[src/design/datapathPkg.sv]
// datapath package holding the control word, field widths and ALU and branch encodings
package datapathPkg;

    // bus and register sizes
    localparam int WORD_WIDTH = 32;
    localparam int REG_INDEX_WIDTH = 4;

    // instruction field positions
    localparam int OPCODE_LSB = 27;
    localparam int OPCODE_WIDTH = 5;
    localparam int RA_LSB = 23;
    localparam int RB_LSB = 19;
    localparam int RC_LSB = 15;
    localparam int CONST_WIDTH = 19;
    // condition sits in the low bits of the Rb field
    localparam int COND_WIDTH = 2;

    typedef enum logic [4:0] {
        aluAdd = 5'd3,
        aluSub = 5'd4,
        aluAnd = 5'd5,
        aluOr  = 5'd6,
        aluNeg = 5'd7,
        aluNot = 5'd8,
        aluShl = 5'd9,
        aluShr = 5'd10
    } aluOp_t;

    typedef enum logic [1:0] {
        brzr = 2'd0,
        brnz = 2'd1,
        brpl = 2'd2,
        brmi = 2'd3
    } condCode_t;

    // one step worth of strobes
    typedef struct packed {
        // bus sources
        logic   pcOut;
        logic   zHighOut;
        logic   zLowOut;
        logic   mdrOut;
        logic   hiOut;
        logic   loOut;
        logic   inPortOut;
        logic   cOut;
        logic   rOut;
        // bus sinks
        logic   marIn;
        logic   pcIn;
        logic   mdrIn;
        logic   irIn;
        logic   yIn;
        logic   zHighIn;
        logic   zLowIn;
        logic   hiIn;
        logic   loIn;
        logic   rIn;
        logic   conIn;
        logic   outPortIn;
        // misc
        logic   branchLoad;
        logic   incPc;
        logic   read;
        logic   write;
        logic   gra;
        logic   grb;
        logic   grc;
        logic   baOut;
        aluOp_t aluOp;
    } controlWord;

endpackage

[src/design/registerFile.sv]
// general register file with sixteen words selected through the IR register fields
`timescale 1ns/10ps

module registerFile (
    input  logic                                clock,
    input  logic                                arstN,
    input  logic [datapathPkg::WORD_WIDTH-1:0]  bus,
    input  logic [datapathPkg::WORD_WIDTH-1:0]  ir,
    input  datapathPkg::controlWord             control,
    output logic [datapathPkg::WORD_WIDTH-1:0]  regData
);
    import datapathPkg::*;

    localparam int REG_COUNT = 1 << REG_INDEX_WIDTH;

    logic [WORD_WIDTH-1:0]      regs [0:REG_COUNT-1];
    logic [REG_INDEX_WIDTH-1:0] select;
    logic                       forceZero;

    // register select from Ra, Rb or Rc
    always_comb begin
        select = '0;
        if (control.gra) begin
            select = ir[RA_LSB +: REG_INDEX_WIDTH];
        end else if (control.grb) begin
            select = ir[RB_LSB +: REG_INDEX_WIDTH];
        end else if (control.grc) begin
            select = ir[RC_LSB +: REG_INDEX_WIDTH];
        end
    end

    // base address reads R0 as zero
    assign forceZero = control.baOut && (select == '0);
    assign regData = forceZero ? '0 : regs[select];

    always_ff @(posedge clock or negedge arstN) begin
        if (!arstN) begin
            for (int i = 0; i < REG_COUNT; i++) begin
                regs[i] <= '0;
            end
        end else if (control.rIn) begin
            regs[select] <= bus;
        end
    end

endmodule

[src/design/specialRegisters.sv]
// special registers PC, IR, HI, LO and the in and out ports on the shared bus
`timescale 1ns/10ps

module specialRegisters (
    input  logic                                clock,
    input  logic                                arstN,
    input  logic [datapathPkg::WORD_WIDTH-1:0]  bus,
    input  datapathPkg::controlWord             control,
    input  logic                                con,
    input  logic [datapathPkg::WORD_WIDTH-1:0]  inPortData,
    output logic [datapathPkg::WORD_WIDTH-1:0]  pc,
    output logic [datapathPkg::WORD_WIDTH-1:0]  ir,
    output logic [datapathPkg::WORD_WIDTH-1:0]  hi,
    output logic [datapathPkg::WORD_WIDTH-1:0]  lo,
    output logic [datapathPkg::WORD_WIDTH-1:0]  inPortValue,
    output logic [datapathPkg::WORD_WIDTH-1:0]  outPortData
);
    import datapathPkg::*;

    logic pcLoad;

    // branch target only taken when CON is set
    assign pcLoad = control.pcIn || (control.branchLoad && con);

    always_ff @(posedge clock or negedge arstN) begin
        if (!arstN) begin
            pc <= '0;
            ir <= '0;
            hi <= '0;
            lo <= '0;
            outPortData <= '0;
        end else begin
            if (pcLoad) begin
                pc <= bus;
            end
            if (control.irIn) begin
                ir <= bus;
            end
            if (control.hiIn) begin
                hi <= bus;
            end
            if (control.loIn) begin
                lo <= bus;
            end
            if (control.outPortIn) begin
                outPortData <= bus;
            end
        end
    end

    // in port latch follows the pins every cycle
    always_ff @(posedge clock or negedge arstN) begin
        if (!arstN) begin
            inPortValue <= {WORD_WIDTH{1'b0}};
        end else begin
            inPortValue <= inPortData;
        end
    end

endmodule

[src/design/aluUnit.sv]
// ALU with the Y operand register and the Z high and low result registers
`timescale 1ns/10ps

module aluUnit (
    input  logic                                clock,
    input  logic                                arstN,
    input  logic [datapathPkg::WORD_WIDTH-1:0]  bus,
    input  datapathPkg::controlWord             control,
    output logic [datapathPkg::WORD_WIDTH-1:0]  zHigh,
    output logic [datapathPkg::WORD_WIDTH-1:0]  zLow
);
    import datapathPkg::*;

    localparam int SHIFT_WIDTH = $clog2(WORD_WIDTH);

    logic [WORD_WIDTH-1:0] yReg;
    logic [WORD_WIDTH-1:0] operandA;
    aluOp_t                opSelect;
    logic [WORD_WIDTH:0]   sum;
    logic [WORD_WIDTH-1:0] resultHigh;
    logic [WORD_WIDTH-1:0] resultLow;

    // PC increment reuses the adder with a constant one
    assign operandA = control.incPc ? WORD_WIDTH'(1) : yReg;
    assign opSelect = control.incPc ? aluAdd : control.aluOp;
    assign sum = {1'b0, operandA} + {1'b0, bus};

    always_comb begin
        resultHigh = '0;
        case (opSelect)
            aluAdd: begin
                resultLow = sum[WORD_WIDTH-1:0];
                resultHigh = {{(WORD_WIDTH-1){1'b0}}, sum[WORD_WIDTH]};
            end
            aluSub: begin
                resultLow = operandA - bus;
                resultHigh = {WORD_WIDTH{resultLow[WORD_WIDTH-1]}};
            end
            aluAnd: resultLow = operandA & bus;
            aluOr:  resultLow = operandA | bus;
            aluNeg: resultLow = -bus;
            aluNot: resultLow = ~bus;
            aluShl: resultLow = operandA << bus[SHIFT_WIDTH-1:0];
            aluShr: resultLow = operandA >> bus[SHIFT_WIDTH-1:0];
            // unknown codes pass B
            default: resultLow = bus;
        endcase
    end

    always_ff @(posedge clock or negedge arstN) begin
        if (!arstN) begin
            yReg <= '0;
            zHigh <= '0;
            zLow <= '0;
        end else begin
            if (control.yIn) begin
                yReg <= bus;
            end
            if (control.zHighIn) begin
                zHigh <= resultHigh;
            end
            if (control.zLowIn) begin
                zLow <= resultLow;
            end
        end
    end

endmodule

[src/design/branchCondition.sv]
// branch condition decode and the CON flip-flop
`timescale 1ns/10ps

module branchCondition (
    input  logic                                clock,
    input  logic                                arstN,
    input  logic [datapathPkg::WORD_WIDTH-1:0]  bus,
    input  logic [datapathPkg::WORD_WIDTH-1:0]  ir,
    input  datapathPkg::controlWord             control,
    output logic                                con
);
    import datapathPkg::*;

    condCode_t condCode;
    logic      isZero;
    logic      isNegative;
    logic      conditionMet;

    assign condCode = condCode_t'(ir[RB_LSB +: COND_WIDTH]);
    assign isZero = (bus == '0);
    assign isNegative = bus[WORD_WIDTH-1];

    always_comb begin
        case (condCode)
            brzr:    conditionMet = isZero;
            brnz:    conditionMet = !isZero;
            // positive means sign bit clear
            brpl:    conditionMet = !isNegative;
            brmi:    conditionMet = isNegative;
        endcase
    end

    always_ff @(posedge clock or negedge arstN) begin
        if (!arstN) begin
            con <= 1'b0;
        end else if (control.conIn) begin
            con <= conditionMet;
        end
    end

endmodule

[src/design/memoryInterface.sv]
// memory address and data registers with the external memory strobes
`timescale 1ns/10ps

module memoryInterface #(
    parameter int addressWidth = 9
) (
    input  logic                                clock,
    input  logic                                arstN,
    input  logic [datapathPkg::WORD_WIDTH-1:0]  bus,
    input  datapathPkg::controlWord             control,
    input  logic [datapathPkg::WORD_WIDTH-1:0]  memData,
    output logic [datapathPkg::WORD_WIDTH-1:0]  mdr,
    output logic [addressWidth-1:0]             memAddress,
    output logic [datapathPkg::WORD_WIDTH-1:0]  memWriteData,
    output logic                                memRead,
    output logic                                memWrite
);
    import datapathPkg::*;

    logic [addressWidth-1:0] mar;
    logic [WORD_WIDTH-1:0]   mdrNext;

    // memory data wins over the bus during a read
    assign mdrNext = control.read ? memData : bus;

    always_ff @(posedge clock or negedge arstN) begin
        if (!arstN) begin
            mar <= '0;
            mdr <= '0;
        end else begin
            if (control.marIn) begin
                mar <= bus[addressWidth-1:0];
            end
            if (control.mdrIn) begin
                mdr <= mdrNext;
            end
        end
    end

    assign memAddress = mar;
    assign memWriteData = mdr;
    // strobes go straight out in the same step
    assign memRead = control.read;
    assign memWrite = control.write;

endmodule

[src/design/busMultiplexer.sv]
// shared bus source select driven by the out strobes of the control word
`timescale 1ns/10ps

module busMultiplexer (
    input  datapathPkg::controlWord             control,
    input  logic [datapathPkg::WORD_WIDTH-1:0]  pc,
    input  logic [datapathPkg::WORD_WIDTH-1:0]  ir,
    input  logic [datapathPkg::WORD_WIDTH-1:0]  hi,
    input  logic [datapathPkg::WORD_WIDTH-1:0]  lo,
    input  logic [datapathPkg::WORD_WIDTH-1:0]  zHigh,
    input  logic [datapathPkg::WORD_WIDTH-1:0]  zLow,
    input  logic [datapathPkg::WORD_WIDTH-1:0]  mdr,
    input  logic [datapathPkg::WORD_WIDTH-1:0]  regData,
    input  logic [datapathPkg::WORD_WIDTH-1:0]  inPortValue,
    output logic [datapathPkg::WORD_WIDTH-1:0]  bus
);
    import datapathPkg::*;

    logic [WORD_WIDTH-1:0] cValue;

    // sign extended constant field
    assign cValue = {{(WORD_WIDTH-CONST_WIDTH){ir[CONST_WIDTH-1]}}, ir[CONST_WIDTH-1:0]};

    // and-or select, zero when no source drives
    always_comb begin
        bus = '0;
        bus |= {WORD_WIDTH{control.pcOut}} & pc;
        bus |= {WORD_WIDTH{control.zHighOut}} & zHigh;
        bus |= {WORD_WIDTH{control.zLowOut}} & zLow;
        bus |= {WORD_WIDTH{control.mdrOut}} & mdr;
        bus |= {WORD_WIDTH{control.hiOut}} & hi;
        bus |= {WORD_WIDTH{control.loOut}} & lo;
        bus |= {WORD_WIDTH{control.inPortOut}} & inPortValue;
        bus |= {WORD_WIDTH{control.cOut}} & cValue;
        // base address read also uses the register path
        bus |= {WORD_WIDTH{control.rOut || control.baOut}} & regData;
    end

endmodule

[src/design/dataPath.sv]
// datapath top level joining registers, ALU, branch logic and memory on one bus
`timescale 1ns/10ps

module dataPath #(
    parameter int addressWidth = 9
) (
    input  logic                                clock,
    input  logic                                arstN,
    input  datapathPkg::controlWord             control,
    input  logic [datapathPkg::WORD_WIDTH-1:0]  inPortData,
    input  logic [datapathPkg::WORD_WIDTH-1:0]  memData,
    output logic [datapathPkg::WORD_WIDTH-1:0]  outPortData,
    output logic [addressWidth-1:0]             memAddress,
    output logic [datapathPkg::WORD_WIDTH-1:0]  memWriteData,
    output logic                                memRead,
    output logic                                memWrite
);
    import datapathPkg::*;

    logic [WORD_WIDTH-1:0] bus;
    logic [WORD_WIDTH-1:0] pc;
    logic [WORD_WIDTH-1:0] ir;
    logic [WORD_WIDTH-1:0] hi;
    logic [WORD_WIDTH-1:0] lo;
    logic [WORD_WIDTH-1:0] zHigh;
    logic [WORD_WIDTH-1:0] zLow;
    logic [WORD_WIDTH-1:0] mdr;
    logic [WORD_WIDTH-1:0] regData;
    logic [WORD_WIDTH-1:0] inPortValue;
    logic                  con;

    busMultiplexer i_busMultiplexer (
        .control     (control),
        .pc          (pc),
        .ir          (ir),
        .hi          (hi),
        .lo          (lo),
        .zHigh       (zHigh),
        .zLow        (zLow),
        .mdr         (mdr),
        .regData     (regData),
        .inPortValue (inPortValue),
        .bus         (bus)
    );

    registerFile i_registerFile (
        .clock   (clock),
        .arstN   (arstN),
        .bus     (bus),
        .ir      (ir),
        .control (control),
        .regData (regData)
    );

    specialRegisters i_specialRegisters (
        .clock       (clock),
        .arstN       (arstN),
        .bus         (bus),
        .control     (control),
        .con         (con),
        .inPortData  (inPortData),
        .pc          (pc),
        .ir          (ir),
        .hi          (hi),
        .lo          (lo),
        .inPortValue (inPortValue),
        .outPortData (outPortData)
    );

    aluUnit i_aluUnit (
        .clock   (clock),
        .arstN   (arstN),
        .bus     (bus),
        .control (control),
        .zHigh   (zHigh),
        .zLow    (zLow)
    );

    branchCondition i_branchCondition (
        .clock   (clock),
        .arstN   (arstN),
        .bus     (bus),
        .ir      (ir),
        .control (control),
        .con     (con)
    );

    memoryInterface #(
        .addressWidth (addressWidth)
    ) i_memoryInterface (
        .clock        (clock),
        .arstN        (arstN),
        .bus          (bus),
        .control      (control),
        .memData      (memData),
        .mdr          (mdr),
        .memAddress   (memAddress),
        .memWriteData (memWriteData),
        .memRead      (memRead),
        .memWrite     (memWrite)
    );

endmodule

[config.mk]
export PLATFORM = sky130hd
export DESIGN_NAME = dataPath
export DESIGN_NICKNAME = d
export VERILOG_FILES = /design/src/design/datapathPkg.sv /design/src/design/registerFile.sv /design/src/design/specialRegisters.sv /design/src/design/aluUnit.sv /design/src/design/branchCondition.sv /design/src/design/memoryInterface.sv /design/src/design/busMultiplexer.sv /design/src/design/dataPath.sv
export SDC_FILE = /design/constraint.sdc
export NUM_CORES = 2
export LEC_CHECK = 0
export BUFFER_PORTS_ARGS = -buffer_cell sky130_fd_sc_hd__buf_2
export CORE_MARGIN = 4
export CORE_UTILIZATION = 63
export DETAILED_ROUTE_END_ITERATION = 8
export HOLD_SLACK_MARGIN = 0.05
export PLACE_DENSITY = 0.81
export RECOVER_POWER = 100
export SLEW_MARGIN = 40
export SYNTH_ARGS = -nofsm -noshare
export SYNTH_HDL_FRONTEND = slang
export SYNTH_SLANG_ARGS = --single-unit
[constraint.sdc]
create_clock -name clock -period 7.4 [get_ports clock]
set_input_delay 0.74 -clock clock [delete_from_list [all_inputs] [get_ports clock]]
set_output_delay 0.74 -clock clock [all_outputs]
set_load 0.01 [all_outputs]
* After elaboration in Yosys (flattened, before gate mapping)
Cells that the tools add are included.
Widths: inputs -> output; s select.
** Storage, ports and cells
- Bits in registers :: 837
- Output and inout port bits :: 75
- Word-level logic and storage cells :: 93
** Cells by class
- Add/subtract/negate cells :: 3
- Order comparisons :: 2
- Equality and inequality tests :: 11
- Shift-type cells :: 2
- Multiplexer cells :: 16
- Bitwise logic cells :: 21
- Reduce and logical (&&, ||, !) cells :: 10
** Operator list (number)
- $bwmux 512 :: 1
- $and 32x32->32 :: 10
- $or 32x32->32 :: 9
- $pmux 32 s8 :: 1
- $mux 32 :: 6
- $bmux 32 s4 :: 1
- $demux 32 s4 :: 1
- $pmux 32 s2 :: 1
- $add 32x32->33 :: 1
- $logic_not 32->1 :: 1
- $neg 32->32 :: 1
- $not 32->32 :: 1
- $shl 32x5->32 :: 1
- $shr 32x5->32 :: 1
- $sub 32x32->32 :: 1
- $eq 5x3->1 const B :: 4
- $eq 5x4->1 const B :: 3
- $mux 4 :: 3
- $eq 5x2->1 const B :: 1
- $ge 5x5->1 const B :: 1
- $lt 5x1->1 const B :: 1
- $mux 5 :: 1
- $not 4->5 :: 1
- $eq 2x2->1 const B :: 2
- other kinds (7) :: 11

* Logic depth before layout (Yosys ltp)
- Word-level depth :: 13
- Gate-level depth with buffers :: 29

* By module
A second synthesis with hierarchy kept.
** Unflattened totals
- Cells, all modules :: 4232
- Area total of the unflattened synthesis :: 46859.9 um^2
** By module, submodules not included
- registerFile :: instances 1, cells each 1698, area each 24060.6 um^2, seq. area each 12812.3 um^2
- aluUnit :: instances 1, cells each 1739, area each 12323.1 um^2, seq. area each 1651.6 um^2
- specialRegisters :: instances 1, cells each 372, area each 6766.5 um^2, seq. area each 4804.6 um^2
- memoryInterface :: instances 1, cells each 192, area each 2093.3 um^2, seq. area each 1026.0 um^2
- busMultiplexer :: instances 1, cells each 209, area each 1458.9 um^2, seq. area each 0.0 um^2
- branchCondition :: instances 1, cells each 22, area each 157.7 um^2, seq. area each 25.0 um^2

* Least setup slack after synthesis
No wires, ideal clock.
- Path type :: input to register
- Start :: in control[8] in the netlist's numbering
- End :: reg i_aluUnit.zLow[28] in the netlist's numbering
- Setup time :: 0.077 ns
- Data arrival time :: 6.332 ns
- Required time :: 7.323 ns
- Setup slack :: 0.991 ns
- Cell stages on the path :: 27
- Buffers on the path :: 8
- Path through :: buf_4 > a21oi_2 > a21oi_4 > nor3_4 > buf_2 > buf_2 > nand3_1 > nand4_1 > o31a_1 > buf_2 > buf_1 > buf_2 > buf_2 > buf_1 > ha_1 > nand3_1 > o221ai_1 > nor4_1 > o31ai_1 > a211o_1 > a31oi_1 > o21ai_1 > a221o_1 > a2111o_1 > nand3_1 > a211oi_1 > a21oi_1
** On the way
- Longest elaborated chain between the ends :: 10
- Elaborated cells between the ends (all ways) :: 19
** RTL lines
- start: declaration :: line dataPath.sv:9 : input datapathPkg::controlWord control,
- $mux 4 (*) :: line registerFile.sv:23 : if (control.gra) begin
- $not 4->5 (not written as such) :: line registerFile.sv:34 : assign regData = forceZero ? '0 : regs[select];
- $bmux 32 s4 :: line registerFile.sv:34
- $mux 32 (not written as such) (2 in a row) :: line registerFile.sv:34
- $mux 32 (*) :: line registerFile.sv:34
- $and 32x32->32 (*) :: line busMultiplexer.sv:36 : bus |= {WORD_WIDTH{control.rOut || control.baOut}} & regData;
- $or 32x32->32 (*) :: line busMultiplexer.sv:36
- $neg 32->32 (tied with other cells) :: line aluUnit.sv:41 : aluNeg: resultLow = -bus;
- $pmux 32 s8 (*) :: line aluUnit.sv:30 : case (opSelect)
- end signal: assignment :: line aluUnit.sv:63 : zLow <= resultLow;
- end: declaration :: line aluUnit.sv:10 : output logic [datapathPkg::WORD_WIDTH-1:0] zLow
Every way passes the cells marked *; elsewhere a longest branch is shown, timed or not. The select of a mux whose other input is x is not followed.
A chain may end at the register's enable or synchronous reset.

* Final worst setup path
- Start :: reg i_specialRegisters.ir[20] in the netlist's numbering
- End :: reg i_aluUnit.zLow[20] in the netlist's numbering
** On the way
- Longest elaborated chain between the ends :: 11
- Elaborated cells between the ends (all ways) :: 20
** RTL lines
- start: declaration :: line specialRegisters.sv:12 : output logic [datapathPkg::WORD_WIDTH-1:0] ir,
- start signal: assignment :: line specialRegisters.sv:37 : ir <= bus;
- $mux 4 (*) :: line registerFile.sv:25 : end else if (control.grb) begin
- $mux 4 (*) :: line registerFile.sv:23
- $not 4->5 (not written as such) :: line registerFile.sv:34
- $bmux 32 s4 :: line registerFile.sv:34
- $mux 32 (not written as such) (2 in a row) :: line registerFile.sv:34
- $mux 32 (*) :: line registerFile.sv:34
- $and 32x32->32 (*) :: line busMultiplexer.sv:36
- $or 32x32->32 (*) :: line busMultiplexer.sv:36
- $neg 32->32 (tied with other cells) :: line aluUnit.sv:41
- $pmux 32 s8 (*) :: line aluUnit.sv:30
Marks and branches as above.

==> results.toml <==
[clocking]
clockBufferDepth = 3
cts_sinks = 807
path_clk_slew_ps = 70
cts_tree = "yes"
cts_buffers = 84
clock_latency_ps = 660
cts_root_buf = "clkbuf_16"
ctsHtreeMaxLevel = 3

[timing]
rsz0062_at_grt = "false"
tns_ps = 0
skew_ps = 26.99
max_freq_mhz = 139.6
setup_viol = 0
relSlewSlack_pct = -178.5
hold_viol = 0
period_share_pct = 96.77
tightest_slew_ps = 4178
drv_slew = 1399
finalCriticalPeriod_ps = 7161

[status]
violations = "capacitance limit, slew limit"
status = "finished, violations left"

[global_route]
grt_pass1_wl_um = 251500
grt_max_degree = 137
grt_pass1_vias = 40350
grt.total_usage_pct = 44.38
antenna_found_initial = 5
grt-ovfl-total = 0

[yosys]
synth-edff-count = 0
ys_ff_latch = 807
ys_top_cells_by_area = "dfrtp_1, nand2_1, o21ai_0, mux2i_1, a21oi_1"
syn_nets = 5294
synthMuxAreaShare_pct = 6.451
yosysMostFrequentCell = "nand2_1"
synth_common_cells = "nand2_1, dfrtp_1, o21ai_0, nor2_1, a21oi_1"
synth_cells = 5093
synth_top_family_by_area = "compound AO/OA/AOI/OAI gates"
synthFlopType = "dfrtp_1"
syn_area_um2 = 44150
synth.avg_cell_area_um2 = 8.668
ys_types = 103
yosysTopAreaCell = "dfrtp_1"
synth_adder_area_share_pct = 2.897
synthSimpleGateAreaFrac_pct = 18.18
synth_xor_area_share_pct = 0.4960
ys_seq_area_share_pct = 45.74
synth_compound_area_share_pct = 20.93
postSynth.asyncResetShare_pct = 100.0
ys.warnings.count = 0
netlist.area_leader.share_pct = 45.74

[power]
p_leak_nw = 20.94
p_per_area_nw_per_um2 = 262.4
vdd_drop_max_uv = 198.4

[setup_path]
max_stage_delay_ps = 850
rr_worst_depth = 19
crit_arrival_ps = 7650
crit_family = "buffers and inverters"
worst_setup_path_start_kind = "register"
path_buf_inv = 6
path_cells = "a21oi_1 -> a21o_1 -> clkbuf_1 -> nor3_4 -> buf_4 -> nand3_1 -> a41oi_1 -> a221oi_4 -> inv_2 -> clkbuf_1 -> buf_4 -> ha_1 -> and4_1 -> nand4_1 -> nor3_1 -> xnor2_1 -> a2111oi_0 -> buf_4 -> a211oi_1"
worstPathMaxFanout = 55
path_class = "register to register"
r2r_slack_ps = 240
cpMostUsedCell = "buf_4"
crit_required_ps = 7890
endpoint_kind = "register"
cp_slowest_cell = "clkbuf_1"
crit_cells = 19

[layout]
instances_no_fill = 6075
antennaDiodeCount = 0
multi_input_area_um2 = 21680
syn_to_final_growth_pct = 9.268
nets = 5279
fill_cells = 5348
drive_gt1_share_pct = 9.603
ff_latch_area_um2 = 20190

[floorplan]
core.rowCount = 96
die_h_um = 272.7
dieArea_um2 = 74370
dieWidth_um = 272.7
start_util_pct = 63.92
io_pins = 175
core-area_um2 = 69070

[placed_design]
gp_congestion = 1.052
dp_hpwl_um = 112700
io_buffer_count = 172
dp_cells = 5921

[detailed_routing]
drc = 0
vias = 41570
viasPerCell = 6.843
wl_per_cell_um = 27.56
drt-pass1-iter-count = 7
ant_nets = 0
drt_iter0_drc = 5751
detail_route.wirelength_um = 167400

[job]
drv_cap = 31

[min_path]
whs_path_depth = 1
hold_class = "input pin to register"
[flip-flops by register name, summed over array words and instances, names as in the netlist]
name / count
i_specialRegisters.hi: 32
i_aluUnit.yReg: 32
i_registerFile.regs: 512
i_specialRegisters.outPortData: 32
i_aluUnit.zLow: 32
i_memoryInterface.mdr: 32
i_specialRegisters.ir: 27
i_specialRegisters.pc: 32
i_aluUnit.zHigh: 2
i_specialRegisters.inPortValue: 32
i_specialRegisters.lo: 32
i_memoryInterface.memAddress: 9
i_branchCondition.con: 1
[worst paths after layout]
kind / startpoint / to
min reg2reg: i_registerFile.regs[155]$_DFFE_PN0P_ / i_registerFile.regs[155]$_DFFE_PN0P_
max reg2reg: i_specialRegisters.ir[20]$_DFFE_PN0P_ / i_aluUnit.zLow[20]$_DFFE_PN0P_
max in group asynchronous: arstN / i_specialRegisters.inPortValue[3]$_DFF_PN0_
min in group asynchronous: arstN / i_registerFile.regs[314]$_DFFE_PN0P_
min: inPortData[0] / i_specialRegisters.inPortValue[0]$_DFF_PN0_
max: i_specialRegisters.ir[20]$_DFFE_PN0P_ / i_aluUnit.zLow[20]$_DFFE_PN0P_
[metrics by stage]
step           cell area, um2  worst slack [ps]  util [%]  power, mW  hold WS, ps
2_1_floorplan           44150             990.7         -      7.369        444.4
3_3_place_gp            45770             522.5     66.27      8.141        456.1
3_5_place_dp            45860             329.0     66.41      8.280        468.3
4_1_cts                 48690             813.8     70.50      12.62        166.8
5_1_grt                 48240             98.60     69.84      13.23        175.9
6_report                48240             238.9     69.84      12.66        185.2
[worst register-to-register path: stages (launching register included)]
cell and delay, ps:
dfrtp_1 620, a21oi_1 220, a21o_1 340, clkbuf_1 270, nor3_4 390, buf_4 310, nand3_1 90, a41oi_1 310
a221oi_4 90, inv_2 90, clkbuf_1 850, buf_4 840, ha_1 460, and4_1 440, nand4_1 470, nor3_1 340
xnor2_1 110, a2111oi_0 510, buf_4 220, a211oi_1 40
[power breakdown]
| part | total [mW] | internal [mW] | switching [mW] |
|---|---|---|---|
| Sequential | 5.95 | 5.35 | 0.598 |
| Clock | 4.33 | 2.49 | 1.84 |
| Combinational | 2.38 | 0.857 | 1.52 |
[layout by cell type (no fill, tap or decap), types with 84 or more instances in the layout]
cell / Yosys / final
a21oi_1: 337 / 336
nand2_1: 1026 / 1024
ha_1: 99 / 99
clkbuf_1: 304 / 153
a22oi_1: 84 / 84
nand3_1: 191 / 191
mux2i_1: 185 / 185
buf_4: 28 / 116
dfrtp_1: 807 / 807
inv_1: 86 / 87
o21ai_0: 609 / 609
nor2_1: 358 / 359
buf_2: 75 / 90
clkbuf_16: 0 / 85
[timing repair]
| item | in CTS | in global routing |
|---|---|---|
| endpoints found under the hold margin | 0 | 30 |
| hold buffers | 0 | 1 |
| gates resized for setup | 0 | 0 |
| buffers inserted | 0 | 0 |
| endpoints found under the setup margin | 0 | 0 |
[cells by family (layout without fill, tap and decap cells)]
logic type      after synthesis  in the layout
simple gates               1851           1851
compound gates             1493           1493
flops                       807            807
buf+inv                     548            599
mux                         268            268
fa+ha+maj                   101            101
xor+xnor                     25             25
[per-layer routing]
layer | GRT usage, % | wire, um
met4 | 21.65 | 9844
met3 | 12.86 | 21060
met5 | 0 | 17
met1 | 59.14 | 62780
met2 | 67.15 | 73740
[final cells by class]
cell class | instances | share of cell area, %
clock inverter | 31 | 0.8793
sequential | 807 | 41.86
tap | 931 | 2.415
inverter | 97 | 0.7600
timing repair buffer | 350 | 4.148
multi-input combinational | 3738 | 44.95
clock buffer | 121 | 4.980
(Power assumes the default switching activity.)
